[config.mk]
export PLATFORM = sky130hd
export DESIGN_NAME = auc_final_top
export DESIGN_NICKNAME = d
export VERILOG_FILES = /design/src/rtl/auc_map_pkg.sv /design/src/rtl/auc_alu_pkg.sv /design/src/rtl/auc_final_top.sv /design/src/rtl/auc_final_ctrl.sv /design/src/rtl/auc_regfile.sv /design/src/rtl/auc_alu.sv /design/src/rtl/auc_modmul.sv
export VERILOG_INCLUDE_DIRS = /design/src /design/src/include
export SDC_FILE = /design/constraint.sdc
export NUM_CORES = 2
export LEC_CHECK = 0
export BUFFER_PORTS_ARGS = -buffer_cell sky130_fd_sc_hd__buf_4
export CORE_UTILIZATION = 25
export DETAILED_ROUTE_END_ITERATION = 12
export HOLD_SLACK_MARGIN = 0.12
export PLACE_DENSITY = 0.42
export SYNTH_ARGS = -nofsm -noshare
export SYNTH_HDL_FRONTEND = slang
export SYNTH_HIERARCHICAL = 1
export SYNTH_SLANG_ARGS = --single-unit
[constraint.sdc]
create_clock -name clk -period 6.96 [get_ports clk]
set_input_delay 0.348 -clock clk [delete_from_list [all_inputs] [get_ports clk]]
set_output_delay 0.348 -clock clk [all_outputs]
set_load 0.005 [all_outputs]
[src/include/auc_cfg.svh]
// Data width, RAM address width and field prime for the final stage
`ifndef AUC_CFG_SVH
`define AUC_CFG_SVH

// Datapath width in bits
`define AUC_WID   32

// Register file address width, 32 slots
`define AUC_AWID  5

// Field prime p = 2^32 - 5, must fit AUC_WID bits
`define AUC_PRIME 32'd4294967291

`endif
[src/rtl/auc_map_pkg.sv]
// Register file slot enum, final-stage state enum and RAM port structs
`include "auc_cfg.svh"

package auc_map_pkg;

    ////////////////////////////////////////
    // Slots touched by the final stage
    typedef enum logic [`AUC_AWID-1:0] {
        X2    = 5'd7,
        Z2    = 5'd8,
        X3    = 5'd9,
        Z3    = 5'd10,
        X_KG  = 5'd15,  // Affine x result
        PS2   = 5'd29,  // p-2, exponent for the inversion
        STRAY = 5'd30   // Default address, never written on purpose
    } ram_addr_e;

    // Final-stage sequence
    typedef enum logic [3:0] {
        F_IDLE, F_SWAPZ2, F_SWAPZ3, F_SWAPZ32,
        F_SWAPX2, F_SWAPX3, F_SWAPX32, F_SWAPX33,
        F_POW, F_POW2, F_RSLT, F_DONE
    } fin_state_e;

    ////////////////////////////////////////
    // RAM ports
    typedef struct packed {
        logic                 we;
        logic [`AUC_AWID-1:0] wa;
        logic [`AUC_WID-1:0]  wd;
    } ram_wr_t;

    typedef struct packed {
        logic [`AUC_AWID-1:0] ra;
    } ram_rd_t;

endpackage

[src/rtl/auc_alu_pkg.sv]
// ALU opcode enum, ALU request and response structs
`include "auc_cfg.svh"

package auc_alu_pkg;

    ////////////////////////////////////////
    // Opcodes issued by the final stage
    typedef enum logic [1:0] {
        NOP  = 2'd0,
        SWAP = 2'd1,   // Conditional swap of A and B
        MUL  = 2'd2,   // A*B mod p
        EXP  = 2'd3    // A^B mod p
    } alu_op_e;

    ////////////////////////////////////////
    // Sequencer to ALU
    typedef struct packed {
        logic    en;     // One-cycle start
        alu_op_e op;
        logic    swap;   // Swap bit for SWAP
    } alu_req_t;

    // ALU to sequencer
    typedef struct packed {
        logic                vld;    // One-cycle result strobe
        logic [`AUC_WID-1:0] dat;
        logic [`AUC_WID-1:0] rswap;  // Swap partner
    } alu_rsp_t;

endpackage

[src/rtl/auc_final_top.sv]
// Final-stage top: sequencer, ALU with multiplier, register file
`include "auc_cfg.svh"

module auc_final_top
(
    input  logic                  clk,
    input  logic                  rst,
    input  logic                  start,
    input  logic                  swap_bit,
    input  auc_map_pkg::ram_wr_t  host_wr,
    input  auc_map_pkg::ram_rd_t  host_rd,
    output logic [`AUC_WID-1:0]   host_rdata,  // Also feeds the ALU
    output logic                  busy,
    output logic                  done
);

    import auc_alu_pkg::*;
    import auc_map_pkg::*;

    alu_req_t alu_req;
    alu_rsp_t alu_rsp;
    ram_wr_t  ctrl_wr;
    ram_rd_t  ctrl_rd;

    auc_final_ctrl u_ctrl
    (
        .clk      (clk),
        .rst      (rst),
        .start    (start),
        .swap_bit (swap_bit),
        .alu_rsp  (alu_rsp),
        .alu_req  (alu_req),
        .ctrl_wr  (ctrl_wr),
        .ctrl_rd  (ctrl_rd),
        .busy     (busy),
        .done     (done)
    );

    auc_alu u_alu
    (
        .clk     (clk),
        .rst     (rst),
        .alu_req (alu_req),
        .rdata   (host_rdata),
        .alu_rsp (alu_rsp)
    );

    auc_regfile u_regfile
    (
        .clk     (clk),
        .busy    (busy),
        .ctrl_wr (ctrl_wr),
        .ctrl_rd (ctrl_rd),
        .host_wr (host_wr),
        .host_rd (host_rd),
        .rdata   (host_rdata)
    );

endmodule

[src/rtl/auc_final_ctrl.sv]
// Final-stage sequencer: swap, Fermat inversion of Z2 and affine x result
`include "auc_cfg.svh"

module auc_final_ctrl
(
    input  logic                   clk,
    input  logic                   rst,
    input  logic                   start,
    input  logic                   swap_bit,
    input  auc_alu_pkg::alu_rsp_t  alu_rsp,
    output auc_alu_pkg::alu_req_t  alu_req,
    output auc_map_pkg::ram_wr_t   ctrl_wr,
    output auc_map_pkg::ram_rd_t   ctrl_rd,
    output logic                   busy,
    output logic                   done
);

    import auc_alu_pkg::*;
    import auc_map_pkg::*;

    fin_state_e           state;
    fin_state_e           st_prev;     // State one cycle back, for entry detect
    logic                 is_wait;
    logic                 swap_q;      // Swap bit latched at start
    logic                 req_en;
    logic                 req_pend;    // Request issued, no vld yet
    alu_op_e              req_op;
    logic                 wr_en;
    logic [`AUC_AWID-1:0] wr_addr;
    logic [`AUC_WID-1:0]  wr_data;
    logic [`AUC_AWID-1:0] rd_addr;

    assign is_wait = state inside {F_SWAPZ3, F_SWAPX3, F_POW, F_RSLT};

    ////////////////////////////////////////
    // State sequence
    always_ff @(posedge clk)
    begin
        if (rst)
        begin
            state   <= F_IDLE;
            st_prev <= F_IDLE;
        end
        else
        begin
            st_prev <= state;
            case (state)
                F_IDLE:    if (start) state <= F_SWAPZ2;  // Start during a run is ignored
                F_SWAPZ2:  state <= F_SWAPZ3;
                F_SWAPZ3:  if (alu_rsp.vld) state <= F_SWAPZ32;
                F_SWAPZ32: state <= F_SWAPX2;
                F_SWAPX2:  state <= F_SWAPX3;
                F_SWAPX3:  if (alu_rsp.vld) state <= F_SWAPX32;
                F_SWAPX32: state <= F_SWAPX33;
                F_SWAPX33: state <= F_POW;
                F_POW:     if (alu_rsp.vld) state <= F_POW2;
                F_POW2:    state <= F_RSLT;
                F_RSLT:    if (alu_rsp.vld) state <= F_DONE;
                F_DONE:    state <= F_IDLE;
                default:   state <= F_IDLE;
            endcase
        end
    end

    ////////////////////////////////////////
    // Control outputs, one cycle behind the state
    always_ff @(posedge clk)
    begin
        if (rst)
        begin
            req_en   <= 1'b0;
            req_pend <= 1'b0;
            wr_en    <= 1'b0;
            busy     <= 1'b0;
            done     <= 1'b0;
        end
        else
        begin
            req_en <= is_wait && (state != st_prev);  // Only on entry to a wait state
            wr_en  <= state inside {F_SWAPZ32, F_SWAPX2, F_SWAPX32,
                                    F_SWAPX33, F_POW2, F_DONE};
            busy   <= (state != F_IDLE);
            // Cycle after the last X_KG write, busy drops here too
            done   <= busy && (state == F_IDLE);
            if (req_en)
                req_pend <= 1'b1;
            else if (alu_rsp.vld)
                req_pend <= 1'b0;
        end
    end

    // Addresses, opcode and write data
    always_ff @(posedge clk)
    begin
        if (start && state == F_IDLE)
            swap_q <= swap_bit;

        // Z3 and X3 take the swap partner
        wr_data <= (state == F_SWAPX2 || state == F_SWAPX33) ? alu_rsp.rswap : alu_rsp.dat;

        req_op  <= NOP;
        rd_addr <= STRAY;
        wr_addr <= STRAY;
        case (state)
            F_SWAPZ2:  rd_addr <= Z2;
            F_SWAPZ3:
            begin
                rd_addr <= Z3;
                req_op  <= SWAP;
            end
            F_SWAPZ32: wr_addr <= Z2;
            F_SWAPX2:
            begin
                wr_addr <= Z3;
                rd_addr <= X2;
            end
            F_SWAPX3:
            begin
                rd_addr <= X3;
                req_op  <= SWAP;
            end
            F_SWAPX32: wr_addr <= X2;
            F_SWAPX33:
            begin
                wr_addr <= X3;
                rd_addr <= Z2;  // Base of the inversion
            end
            F_POW:
            begin
                rd_addr <= PS2;
                req_op  <= EXP;
            end
            F_POW2:
            begin
                wr_addr <= X_KG;  // Park 1/Z2
                rd_addr <= X2;
            end
            F_RSLT:
            begin
                rd_addr <= X_KG;
                req_op  <= MUL;
            end
            F_DONE:    wr_addr <= X_KG;
            default:   ;
        endcase
    end

    assign alu_req = '{en: req_en, op: req_op, swap: swap_q};
    assign ctrl_wr = '{we: wr_en, wa: wr_addr, wd: wr_data};
    assign ctrl_rd = '{ra: rd_addr};

    ////////////////////////////////////////
    // Checks
    a_no_stray_wr: assert property (@(posedge clk) disable iff (rst)
        ctrl_wr.we |-> (ctrl_wr.wa != STRAY));

    // One request in flight at a time
    a_no_req_while_wait: assert property (@(posedge clk) disable iff (rst)
        alu_req.en |-> !req_pend);

endmodule

[src/rtl/auc_regfile.sv]
// 32-word register file, one write and one registered read port, sequencer/host mux
`include "auc_cfg.svh"

module auc_regfile
(
    input  logic                  clk,
    input  logic                  busy,
    input  auc_map_pkg::ram_wr_t  ctrl_wr,
    input  auc_map_pkg::ram_rd_t  ctrl_rd,
    input  auc_map_pkg::ram_wr_t  host_wr,
    input  auc_map_pkg::ram_rd_t  host_rd,
    output logic [`AUC_WID-1:0]   rdata
);

    import auc_map_pkg::*;

    logic [`AUC_WID-1:0] mem [2**`AUC_AWID];
    ram_wr_t             wr_sel;
    ram_rd_t             rd_sel;

    ////////////////////////////////////////
    // Port ownership
    // Sequencer owns the RAM while busy, host writes in that window are lost
    always_comb
    begin
        wr_sel = busy ? ctrl_wr : host_wr;
        rd_sel = busy ? ctrl_rd : host_rd;
    end

    always_ff @(posedge clk)
    begin
        if (wr_sel.we)
            mem[wr_sel.wa] <= wr_sel.wd;
        rdata <= mem[rd_sel.ra];  // Old data on same-address collision
    end

endmodule

[src/rtl/auc_alu.sv]
// ALU: operand capture, conditional swap, single multiply and square-and-multiply
`include "auc_cfg.svh"

module auc_alu
(
    input  logic                   clk,
    input  logic                   rst,
    input  auc_alu_pkg::alu_req_t  alu_req,
    input  logic [`AUC_WID-1:0]    rdata,
    output auc_alu_pkg::alu_rsp_t  alu_rsp
);

    import auc_alu_pkg::*;

    localparam int cnt_w = $clog2(`AUC_WID);
    localparam logic [cnt_w-1:0]    cnt_top = cnt_w'(`AUC_WID - 1);
    localparam logic [`AUC_WID-1:0] acc_one = 1;

    typedef enum logic [2:0] {A_IDLE, A_OPB, A_MUL, A_STEP, A_SQR, A_MLT} alu_state_e;

    alu_state_e          st;
    alu_op_e             op_q;
    logic                swp_q;
    logic                req_seen;
    logic [`AUC_WID-1:0] a_q;        // Operand A, also the EXP base
    logic [`AUC_WID-1:0] e_q;        // Exponent, shifted left per bit
    logic [`AUC_WID-1:0] acc;
    logic [cnt_w-1:0]    cnt;
    logic                mm_go;
    logic [`AUC_WID-1:0] mm_x;
    logic [`AUC_WID-1:0] mm_y;
    logic                mm_done;
    logic [`AUC_WID-1:0] mm_p;
    logic                rsp_vld;
    logic [`AUC_WID-1:0] rsp_dat;
    logic [`AUC_WID-1:0] rsp_rswap;

    auc_modmul u_modmul
    (
        .clk      (clk),
        .rst      (rst),
        .mm_start (mm_go),
        .mm_a     (mm_x),
        .mm_b     (mm_y),
        .mm_done  (mm_done),
        .mm_p     (mm_p)
    );

    always_ff @(posedge clk)
    begin
        if (rst)
        begin
            st       <= A_IDLE;
            rsp_vld  <= 1'b0;
            mm_go    <= 1'b0;
            req_seen <= 1'b0;
        end
        else
        begin
            rsp_vld <= 1'b0;
            mm_go   <= 1'b0;
            if (alu_req.en)
                req_seen <= 1'b1;
            else if (rsp_vld)
                req_seen <= 1'b0;

            case (st)
                A_IDLE:
                    if (alu_req.en)
                    begin
                        a_q   <= rdata;  // Operand A
                        op_q  <= alu_req.op;
                        swp_q <= alu_req.swap;
                        st    <= A_OPB;
                    end
                A_OPB:  // rdata is operand B this cycle
                    case (op_q)
                        MUL:
                        begin
                            mm_x  <= a_q;
                            mm_y  <= rdata;
                            mm_go <= 1'b1;
                            st    <= A_MUL;
                        end
                        EXP:
                        begin
                            acc <= acc_one;
                            e_q <= rdata;
                            cnt <= cnt_top;
                            st  <= A_STEP;
                        end
                        default:  // SWAP, NOP passes A
                        begin
                            rsp_dat   <= (op_q == SWAP && swp_q) ? rdata : a_q;
                            rsp_rswap <= (op_q == SWAP && swp_q) ? a_q : rdata;
                            rsp_vld   <= 1'b1;
                            st        <= A_IDLE;
                        end
                    endcase
                A_MUL:
                    if (mm_done)
                    begin
                        rsp_dat <= mm_p;
                        rsp_vld <= 1'b1;
                        st      <= A_IDLE;
                    end
                A_STEP:  // Square the accumulator
                begin
                    mm_x  <= acc;
                    mm_y  <= acc;
                    mm_go <= 1'b1;
                    st    <= A_SQR;
                end
                A_SQR:
                    if (mm_done)
                    begin
                        acc <= mm_p;
                        if (e_q[`AUC_WID-1])
                        begin
                            mm_x  <= mm_p;
                            mm_y  <= a_q;
                            mm_go <= 1'b1;
                            st    <= A_MLT;
                        end
                        else if (cnt == '0)
                        begin
                            rsp_dat <= mm_p;
                            rsp_vld <= 1'b1;
                            st      <= A_IDLE;
                        end
                        else
                        begin
                            cnt <= cnt - 1'b1;
                            e_q <= e_q << 1;
                            st  <= A_STEP;
                        end
                    end
                A_MLT:
                    if (mm_done)
                    begin
                        acc <= mm_p;
                        if (cnt == '0)  // Last exponent bit
                        begin
                            rsp_dat <= mm_p;
                            rsp_vld <= 1'b1;
                            st      <= A_IDLE;
                        end
                        else
                        begin
                            cnt <= cnt - 1'b1;
                            e_q <= e_q << 1;
                            st  <= A_STEP;
                        end
                    end
                default: st <= A_IDLE;
            endcase
        end
    end

    assign alu_rsp = '{vld: rsp_vld, dat: rsp_dat, rswap: rsp_rswap};

    a_vld_after_req: assert property (@(posedge clk) disable iff (rst)
        alu_rsp.vld |-> req_seen);

endmodule

[src/rtl/auc_modmul.sv]
// Iterative MSB-first double-and-add modular multiplier
`include "auc_cfg.svh"

module auc_modmul
(
    input  logic                clk,
    input  logic                rst,
    input  logic                mm_start,
    input  logic [`AUC_WID-1:0] mm_a,
    input  logic [`AUC_WID-1:0] mm_b,
    output logic                mm_done,
    output logic [`AUC_WID-1:0] mm_p
);

    localparam int cnt_w = $clog2(`AUC_WID);
    localparam logic [cnt_w-1:0]    cnt_top = cnt_w'(`AUC_WID - 1);
    localparam logic [`AUC_WID+1:0] prime_x = {2'b00, `AUC_PRIME};

    logic                run;
    logic [cnt_w-1:0]    cnt;
    logic [`AUC_WID-1:0] a_q;
    logic [`AUC_WID-1:0] b_q;       // Multiplier bits, MSB first
    logic [`AUC_WID+1:0] dbl_sum;   // 2*acc + A, below 3p
    logic [`AUC_WID+1:0] red1;
    logic [`AUC_WID+1:0] red2;

    // Operands assumed reduced below p
    always_comb
    begin
        dbl_sum = {1'b0, mm_p, 1'b0} + (b_q[`AUC_WID-1] ? {2'b00, a_q} : '0);
        red1    = (dbl_sum >= prime_x) ? dbl_sum - prime_x : dbl_sum;
        red2    = (red1 >= prime_x) ? red1 - prime_x : red1;
    end

    ////////////////////////////////////////
    // One bit per cycle, done AUC_WID+1 cycles after start
    always_ff @(posedge clk)
    begin
        if (rst)
        begin
            run     <= 1'b0;
            mm_done <= 1'b0;
        end
        else
        begin
            mm_done <= 1'b0;
            if (mm_start)
            begin
                run  <= 1'b1;
                cnt  <= cnt_top;
                a_q  <= mm_a;
                b_q  <= mm_b;
                mm_p <= '0;
            end
            else if (run)
            begin
                mm_p <= red2[`AUC_WID-1:0];
                b_q  <= b_q << 1;
                cnt  <= cnt - 1'b1;
                if (cnt == '0)
                begin
                    run     <= 1'b0;
                    mm_done <= 1'b1;
                end
            end
        end
    end

endmodule

Word-level counts from Yosys, hierarchy flattened. Memories as Yosys holds them, arrays and structs flattened. A register that Yosys moved wholly into a read port is not among the register bits. Index checks and enable logic that the tools add are counted.

Output and inout port bits: 34. Memories kept: 1. Bits in writable memories: 1024. Logic and storage cells: 191. Register bits: 397.

Memories: u_regfile.mem (depth 32, width 32, rd ports 1, clocked after memory_dff 1, wr ports 1, line auc_regfile.sv:17) `` logic [`AUC_WID-1:0] mem [2**`AUC_AWID]; ``.

Bitwise operators: 3. Order comparisons: 2. Muxes and demuxes: 76. Reduce and logical (&&, ||, !) cells: 36. Equality and inequality tests: 37. $add $sub $neg: 5.

Operators with widths (count): 32-bit two-way mux (27); 32-bit case mux with 3 select lines (3); 32-bit case mux with 4 select lines (1); 34-bit by 32-bit >= comparator with 1-bit output, second input constant (2); 32-bit case mux with 2 select lines (1); 4-bit case mux with 11 select lines (1); 38-bit two-way mux (1); 5-bit two-way mux (7); 33-bit by 34-bit adder with 34-bit output (1); 34-bit two-way mux (1); 34-bit by 32-bit subtractor with 34-bit output, second input constant (1); 32-bit subtractor, second input constant (1); 5-bit case mux with 6 select lines (1); 5-bit case mux with 5 select lines (1); 4-bit two-way mux (5); 2-bit inequality test, second input constant (9); 3-bit case mux with 6 select lines (1); 4-bit by 3-bit equality test with 1-bit output, second input constant (4); 4-bit equality test, second input constant (4); 2-bit by 1-bit inequality test with 1-bit output, second input constant (8); 1-bit two-way mux (15); 3-bit two-way mux (5); 5-bit case mux with 3 select lines (1); 6-bit AND reduction (2); other kinds (32) (56).

Logic depth before layout (Yosys ltp).
Depth in word-level cells: 7. Gate-level depth with buffers: 21. Depth with buffers taken out: 17.

Cells and area by module. The synthesis kept the hierarchy.

By module, submodules not included: auc_regfile (times used 1, area each 43261.5 um^2, cells each 2971, seq. area each 31390.1 um^2); auc_alu (times used 1, area each 10387.5 um^2, cells each 680, seq. area each 7066.8 um^2); auc_modmul (times used 1, area each 8395.6 um^2, cells each 905, seq. area each 3072.9 um^2); auc_final_ctrl (times used 1, area each 2009.4 um^2, cells each 169, seq. area each 1151.1 um^2).

Least setup slack after synthesis. No wires, ideal clock.

Path type: reg-to-reg. From: reg u_alu.u_modmul.b_q[31]. To: reg u_alu.u_modmul.mm_p[16], data pin. Arrival time: 5.248 ns. Buffers on the path: 2. Library setup time: 0.257 ns. Slack: 1.455 ns. Stages on the path, launching flop included: 19. Required time: 6.703 ns. Cell sequence: edfxtp_1 clkbuf_1 and2_1 fa_1 a21o_1 a221oi_2 xnor2_2 nand3_2 or4_1 buf_2 nor4_4 and3_1 a31oi_1 or4_1 a211oi_1 nand4b_1 o21ba_2 or4_1 mux2i_1.

Longest elaborated chain between the ends: 7. Elaborated cells between the ends (all ways): 9. Those cells by class: add/sub (3); order compare (2); mux (4).

RTL lines: start, declared (line auc_modmul.sv:22) `` logic [`AUC_WID-1:0] b_q; ``; start signal, assigned (line auc_modmul.sv:52) `b_q <= mm_b;`; start signal, assigned (line auc_modmul.sv:58) `b_q <= b_q << 1;`; 32-bit two-way mux * (line auc_modmul.sv:30) `` dbl_sum = {1'b0, mm_p, 1'b0} + (b_q[`AUC_WID-1] ? {2'b00, a_q} : '0); ``; 33-bit by 34-bit adder with 34-bit output * (line auc_modmul.sv:30); 34-bit by 32-bit subtractor with 34-bit output / 34-bit by 32-bit >= comparator with 1-bit output (equally long branches) (line auc_modmul.sv:31) `red1 = (dbl_sum >= prime_x) ? dbl_sum - prime_x : dbl_sum;`; 34-bit two-way mux * (line auc_modmul.sv:31); 32-bit subtractor / 34-bit by 32-bit >= comparator with 1-bit output (equally long branches) (line auc_modmul.sv:32) `red2 = (red1 >= prime_x) ? red1 - prime_x : red1;`; 32-bit two-way mux * (line auc_modmul.sv:32); 32-bit two-way mux * (line auc_modmul.sv:55) `else if (run)`; end signal, assigned (line auc_modmul.sv:57) `` mm_p <= red2[`AUC_WID-1:0]; ``; end, declared (line auc_modmul.sv:12) `` output logic [`AUC_WID-1:0] mm_p ``.

Every way passes the cells marked *; elsewhere a longest branch is shown, timed or not. The select of a mux whose other input is x is not followed. A chain may end at the register's enable or synchronous reset.

Worst setup path in the final report. Same ends and word-level chain as after synthesis.

==> metrics.md <==
| Metric | Value |
|---|---|
| Status | `complete, no violations` |
| Syn nets | `4808` |
| Fin crit share | `93.4%` |
| Critical Path Source Type | `flip-flop` |
| Core ar. | `254000 um^2` |
| Post-synth EDFFs | `1358` |
| Largest area contributor in the netlist | `edfxtp_1` |
| Root Buffer | `clkbuf_16` |
| Commonest non-fill, non-tap cell in the layout | `edfxtp_1` |
| Post-synthesis adder-cell area fraction | `0.715%` |
| Crit path cell chain | `and2_1, ha_1, fa_1, a21o_1, a221o_1, a21oi_2, a21oi_1, nor3b_2, and4_1, nand3_1, o31ai_4, o211ai_1, a2111oi_0, nand4_1, o21ba_2, or4_1, mux2i_1` |
| Max-slew headroom | `16.0%` |
| Vias in the first global route | `40134` |
| CP Class | `reg2reg` |
| Gr ovfl total | `0` |
| Final instance area | `73900 um^2` |
| Synth Area in Compound Gates | `11.1%` |
| Commonest non-fill, non-tap cells in the layout | `edfxtp_1, nand2_1, a211oi_1` |
| CTS tree | `done` |
| Cell Area, Synth | `64100 um^2` |
| Initial Util | `25.2%` |
| Synth Area in XOR/XNOR | `0.840%` |
| Clock buffer depth | `3` |
| Worst path max stage delay | `0.62 ns` |
| Total number of yosys warnings | `6` |
| Area Growth Syn to Fin | `15.4%` |
| Synth Area in Simple Gates | `10.7%` |
| I/O pin cnt | `81` |
| Arrival @ worst endpoint | `7.04 ns` |
| Final std cells w/o fill | `8260` |
| Critical Path Fanout Max | `12` |
| Max Cap Viol | `0` |
| First-pass GRT wire length | `305000 um` |
| FFs w/ async S/R, synth | `0%` |
| Static Leakage | `24.2 nW` |
| Slew Viols, Final | `0` |
| DR pass1 iterations | `5` |
| WL/cell | `26.0 um` |
| Final hold slack | `0.279 ns` |
| Worst setup EP type | `flip-flop` |
| Die area | `258000 um^2` |
| Required time of the critical path | `7.50 ns` |
| Via count | `41094` |
| Worst setup margin | `0.459 ns` |
| Largest net degree at the start of global routing | `134` |
| Number of synthesized register bits | `1453` |
| Row count | `185` |
| CTS clk-pin slew, worst paths | `0.07 ns` |
| Final Hold Fails | `0` |
| Sink Count | `1453` |
| Detail Placement HPWL | `129000 um` |
| Largest family of logic cells by synthesized area | `compound AO/OA/AOI/OAI gates` |
| DP Cell Count | `7949` |
| Initial DRC count | `3855` |
| Min Tclk post-route | `6.50 ns` |
| Die width | `508 um` |
| Netlist cell types | `108` |
| Seq/Total Area, Yosys | `66.6%` |
| Post-synthesis mux area share | `7.18%` |
| VDD IR max | `0.259 mV` |
| Post-cts resize count | `0` |
| H-tree Lvls | `4` |
| Antenna-violating nets left | `0` |
| Top FF cell, synth | `edfxtp_1` |
| Routed Wire Length | `215000 um` |
| Synth area leaders | `edfxtp_1, nand2_1, mux2_2, dfxtp_1, a211oi_1` |
| Worst skew pair latency | `0.80 ns` |
| Layout cell share with drive strength beyond 1 | `16.3%` |
| Mapped Cells | `4725` |
| Hold Crit Class | `in2reg` |
| Gpl congestion | `0.837` |
| Pre-CTS setup slack | `0.322 ns` |
| Final Skew | `0.0287 ns` |
| Number of port buffers | `80` |
| Worst-Margin Slew | `1.25 ns` |
| Final TNS setup | `0 ns` |
| Worst path slowest cell | `edfxtp_1` |
| Dpl cell area | `68600 um^2` |
| Flop2flop setup slack | `0.46 ns` |
| DR vias/cell | `4.98` |
| Power Dens Cells | `291 nW/um^2` |
| # nets final | `4834` |
| # DRC | `0` |
| FMAX | `154 MHz` |
| Post-synth top area share | `63.7%` |
| # setup viols final | `0` |
| Die Span Y | `508 um` |
| Total GRT Usage | `16.4%` |
| RSZ-0062 raised after global routing | `false` |
| Mapped Avg Cell Area | `13.6 um^2` |
| TritonCTS buffer count | `162` |
| Initial antenna violation count | `15` |
[sequential cells by signal, summed over array words and instances (netlist names), 3 cells and up]
signal / flops
u_regfile/mem: 1024
u_ctrl/state: 4
u_alu/u_modmul/b_q: 32
u_alu/cnt: 5
u_ctrl/wr_data: 32
u_ctrl/ctrl_rd: 5
u_alu/u_modmul/cnt: 5
u_alu/mm_y: 32
u_alu/u_modmul/mm_p: 32
u_alu/rsp_rswap: 32
u_alu/mm_x: 32
u_alu/e_q: 32
u_ctrl/st_prev: 4
u_alu/u_modmul/a_q: 32
u_alu/rsp_dat: 32
u_alu/a_q: 32
u_alu/acc: 32
u_regfile/rdata: 32
u_alu/st: 3
u_ctrl/wr_addr: 5
[timing repair]
action                     CTS  global route
hold buffers                 3             0
buffers inserted             0             1
hold endpoints to repair    20             0
setup endpoints to repair    0             3
[final cells by class]
| cell class | instances | area [um^2] |
|---|---|---|
| Sequential cell | 1453 | 42700 |
| Timing Repair Buffer | 197 | 1570 |
| Fill cell | 25494 | 180000 |
| Tap cell | 3366 | 4210 |
| Multi-Input combinational cell | 2902 | 20000 |
| Clock buffer | 209 | 4450 |
| Inverter | 35 | 138 |
| Antenna cell | 5 | 12.5 |
| Clock inverter | 93 | 840 |
[power breakdown]
part	switching, mW	internal (mW)
Sequential	0.333	9.98
Clock	3.60	5.00
Combinational	1.74	0.872
Total	5.67	15.9
[cell families (layout without fill, tap and decap cells)]
logic type      Yosys count  in the layout
flops                  1453           1453
xor+xnor                 58             58
mux                     336            336
simple gates           1473           1473
compound gates          999            999
other cells               0              5
buf+inv                 370            534
fa+ha+maj                36             36
[cell usage after synthesis, types with 8 or more instances]
library cell	instances
nand2b_1	15
buf_1	26
o22ai_1	8
a21o_1	39
clkbuf_1	143
or3_1	16
a211o_1	9
a221o_1	67
a221oi_1	11
a31oi_1	95
and3_1	109
a32o_1	10
nor2_1	119
and2_1	114
a311oi_1	15
xor2_1	21
inv_1	32
nor2b_1	13
nor3_1	36
o211a_1	26
mux4_2	77
a2bb2oi_1	24
o21ai_1	8
o21a_1	8
o211ai_1	11
dfxtp_1	95
mux2i_1	59
buf_2	121
nand3_1	191
buf_6	17
a211oi_1	242
o311ai_0	27
nand4_1	25
mux2_2	184
a21oi_1	180
buf_4	27
nand2_1	772
ha_1	35
o21ai_0	130
nor4_1	14
edfxtp_1	1358
xnor2_1	33
mux2_1	12
[final timing paths]
path                                from                       to  cells after the start
hold reg to reg         u_ctrl/req_op[1]            u_alu/op_q[1]                      0
hold / removal                  swap_bit            u_ctrl/swap_q                      2
setup / recovery  u_alu/u_modmul/b_q[31]  u_alu/u_modmul/mm_p[16]                     17
setup reg to reg  u_alu/u_modmul/b_q[31]  u_alu/u_modmul/mm_p[16]                     17
[critical path: cells and delay by family (launching register included)]
family          cells  cell delay, ns
fa+ha+maj           2            0.61
flops               1            0.62
simple gates        6            2.26
compound gates      8            2.61
mux                 1            0.14
[metrics by stage]
stage | util [%] | total power [mW]
after global placement | 27.0 | 13.1
after CTS | 29.1 | 21.8
final | 29.1 | 21.5
after global routing | 29.1 | 22.3
after floorplan | - | 11.9
after detailed placement | 27.0 | 13.1
[routing by layer]
layer / part of all wire (%) / up-vias / global-route usage, %
met4: 2.0 / 4 / 3.93
met2: 48 / 1043 / 27.0
met5: 0.0088 / - / 0
met1: 46 / 21438 / 22.5
met3: 4.4 / 224 / 2.29
li1: - / 18385 / -
Power figures use the tool's default switching activity.
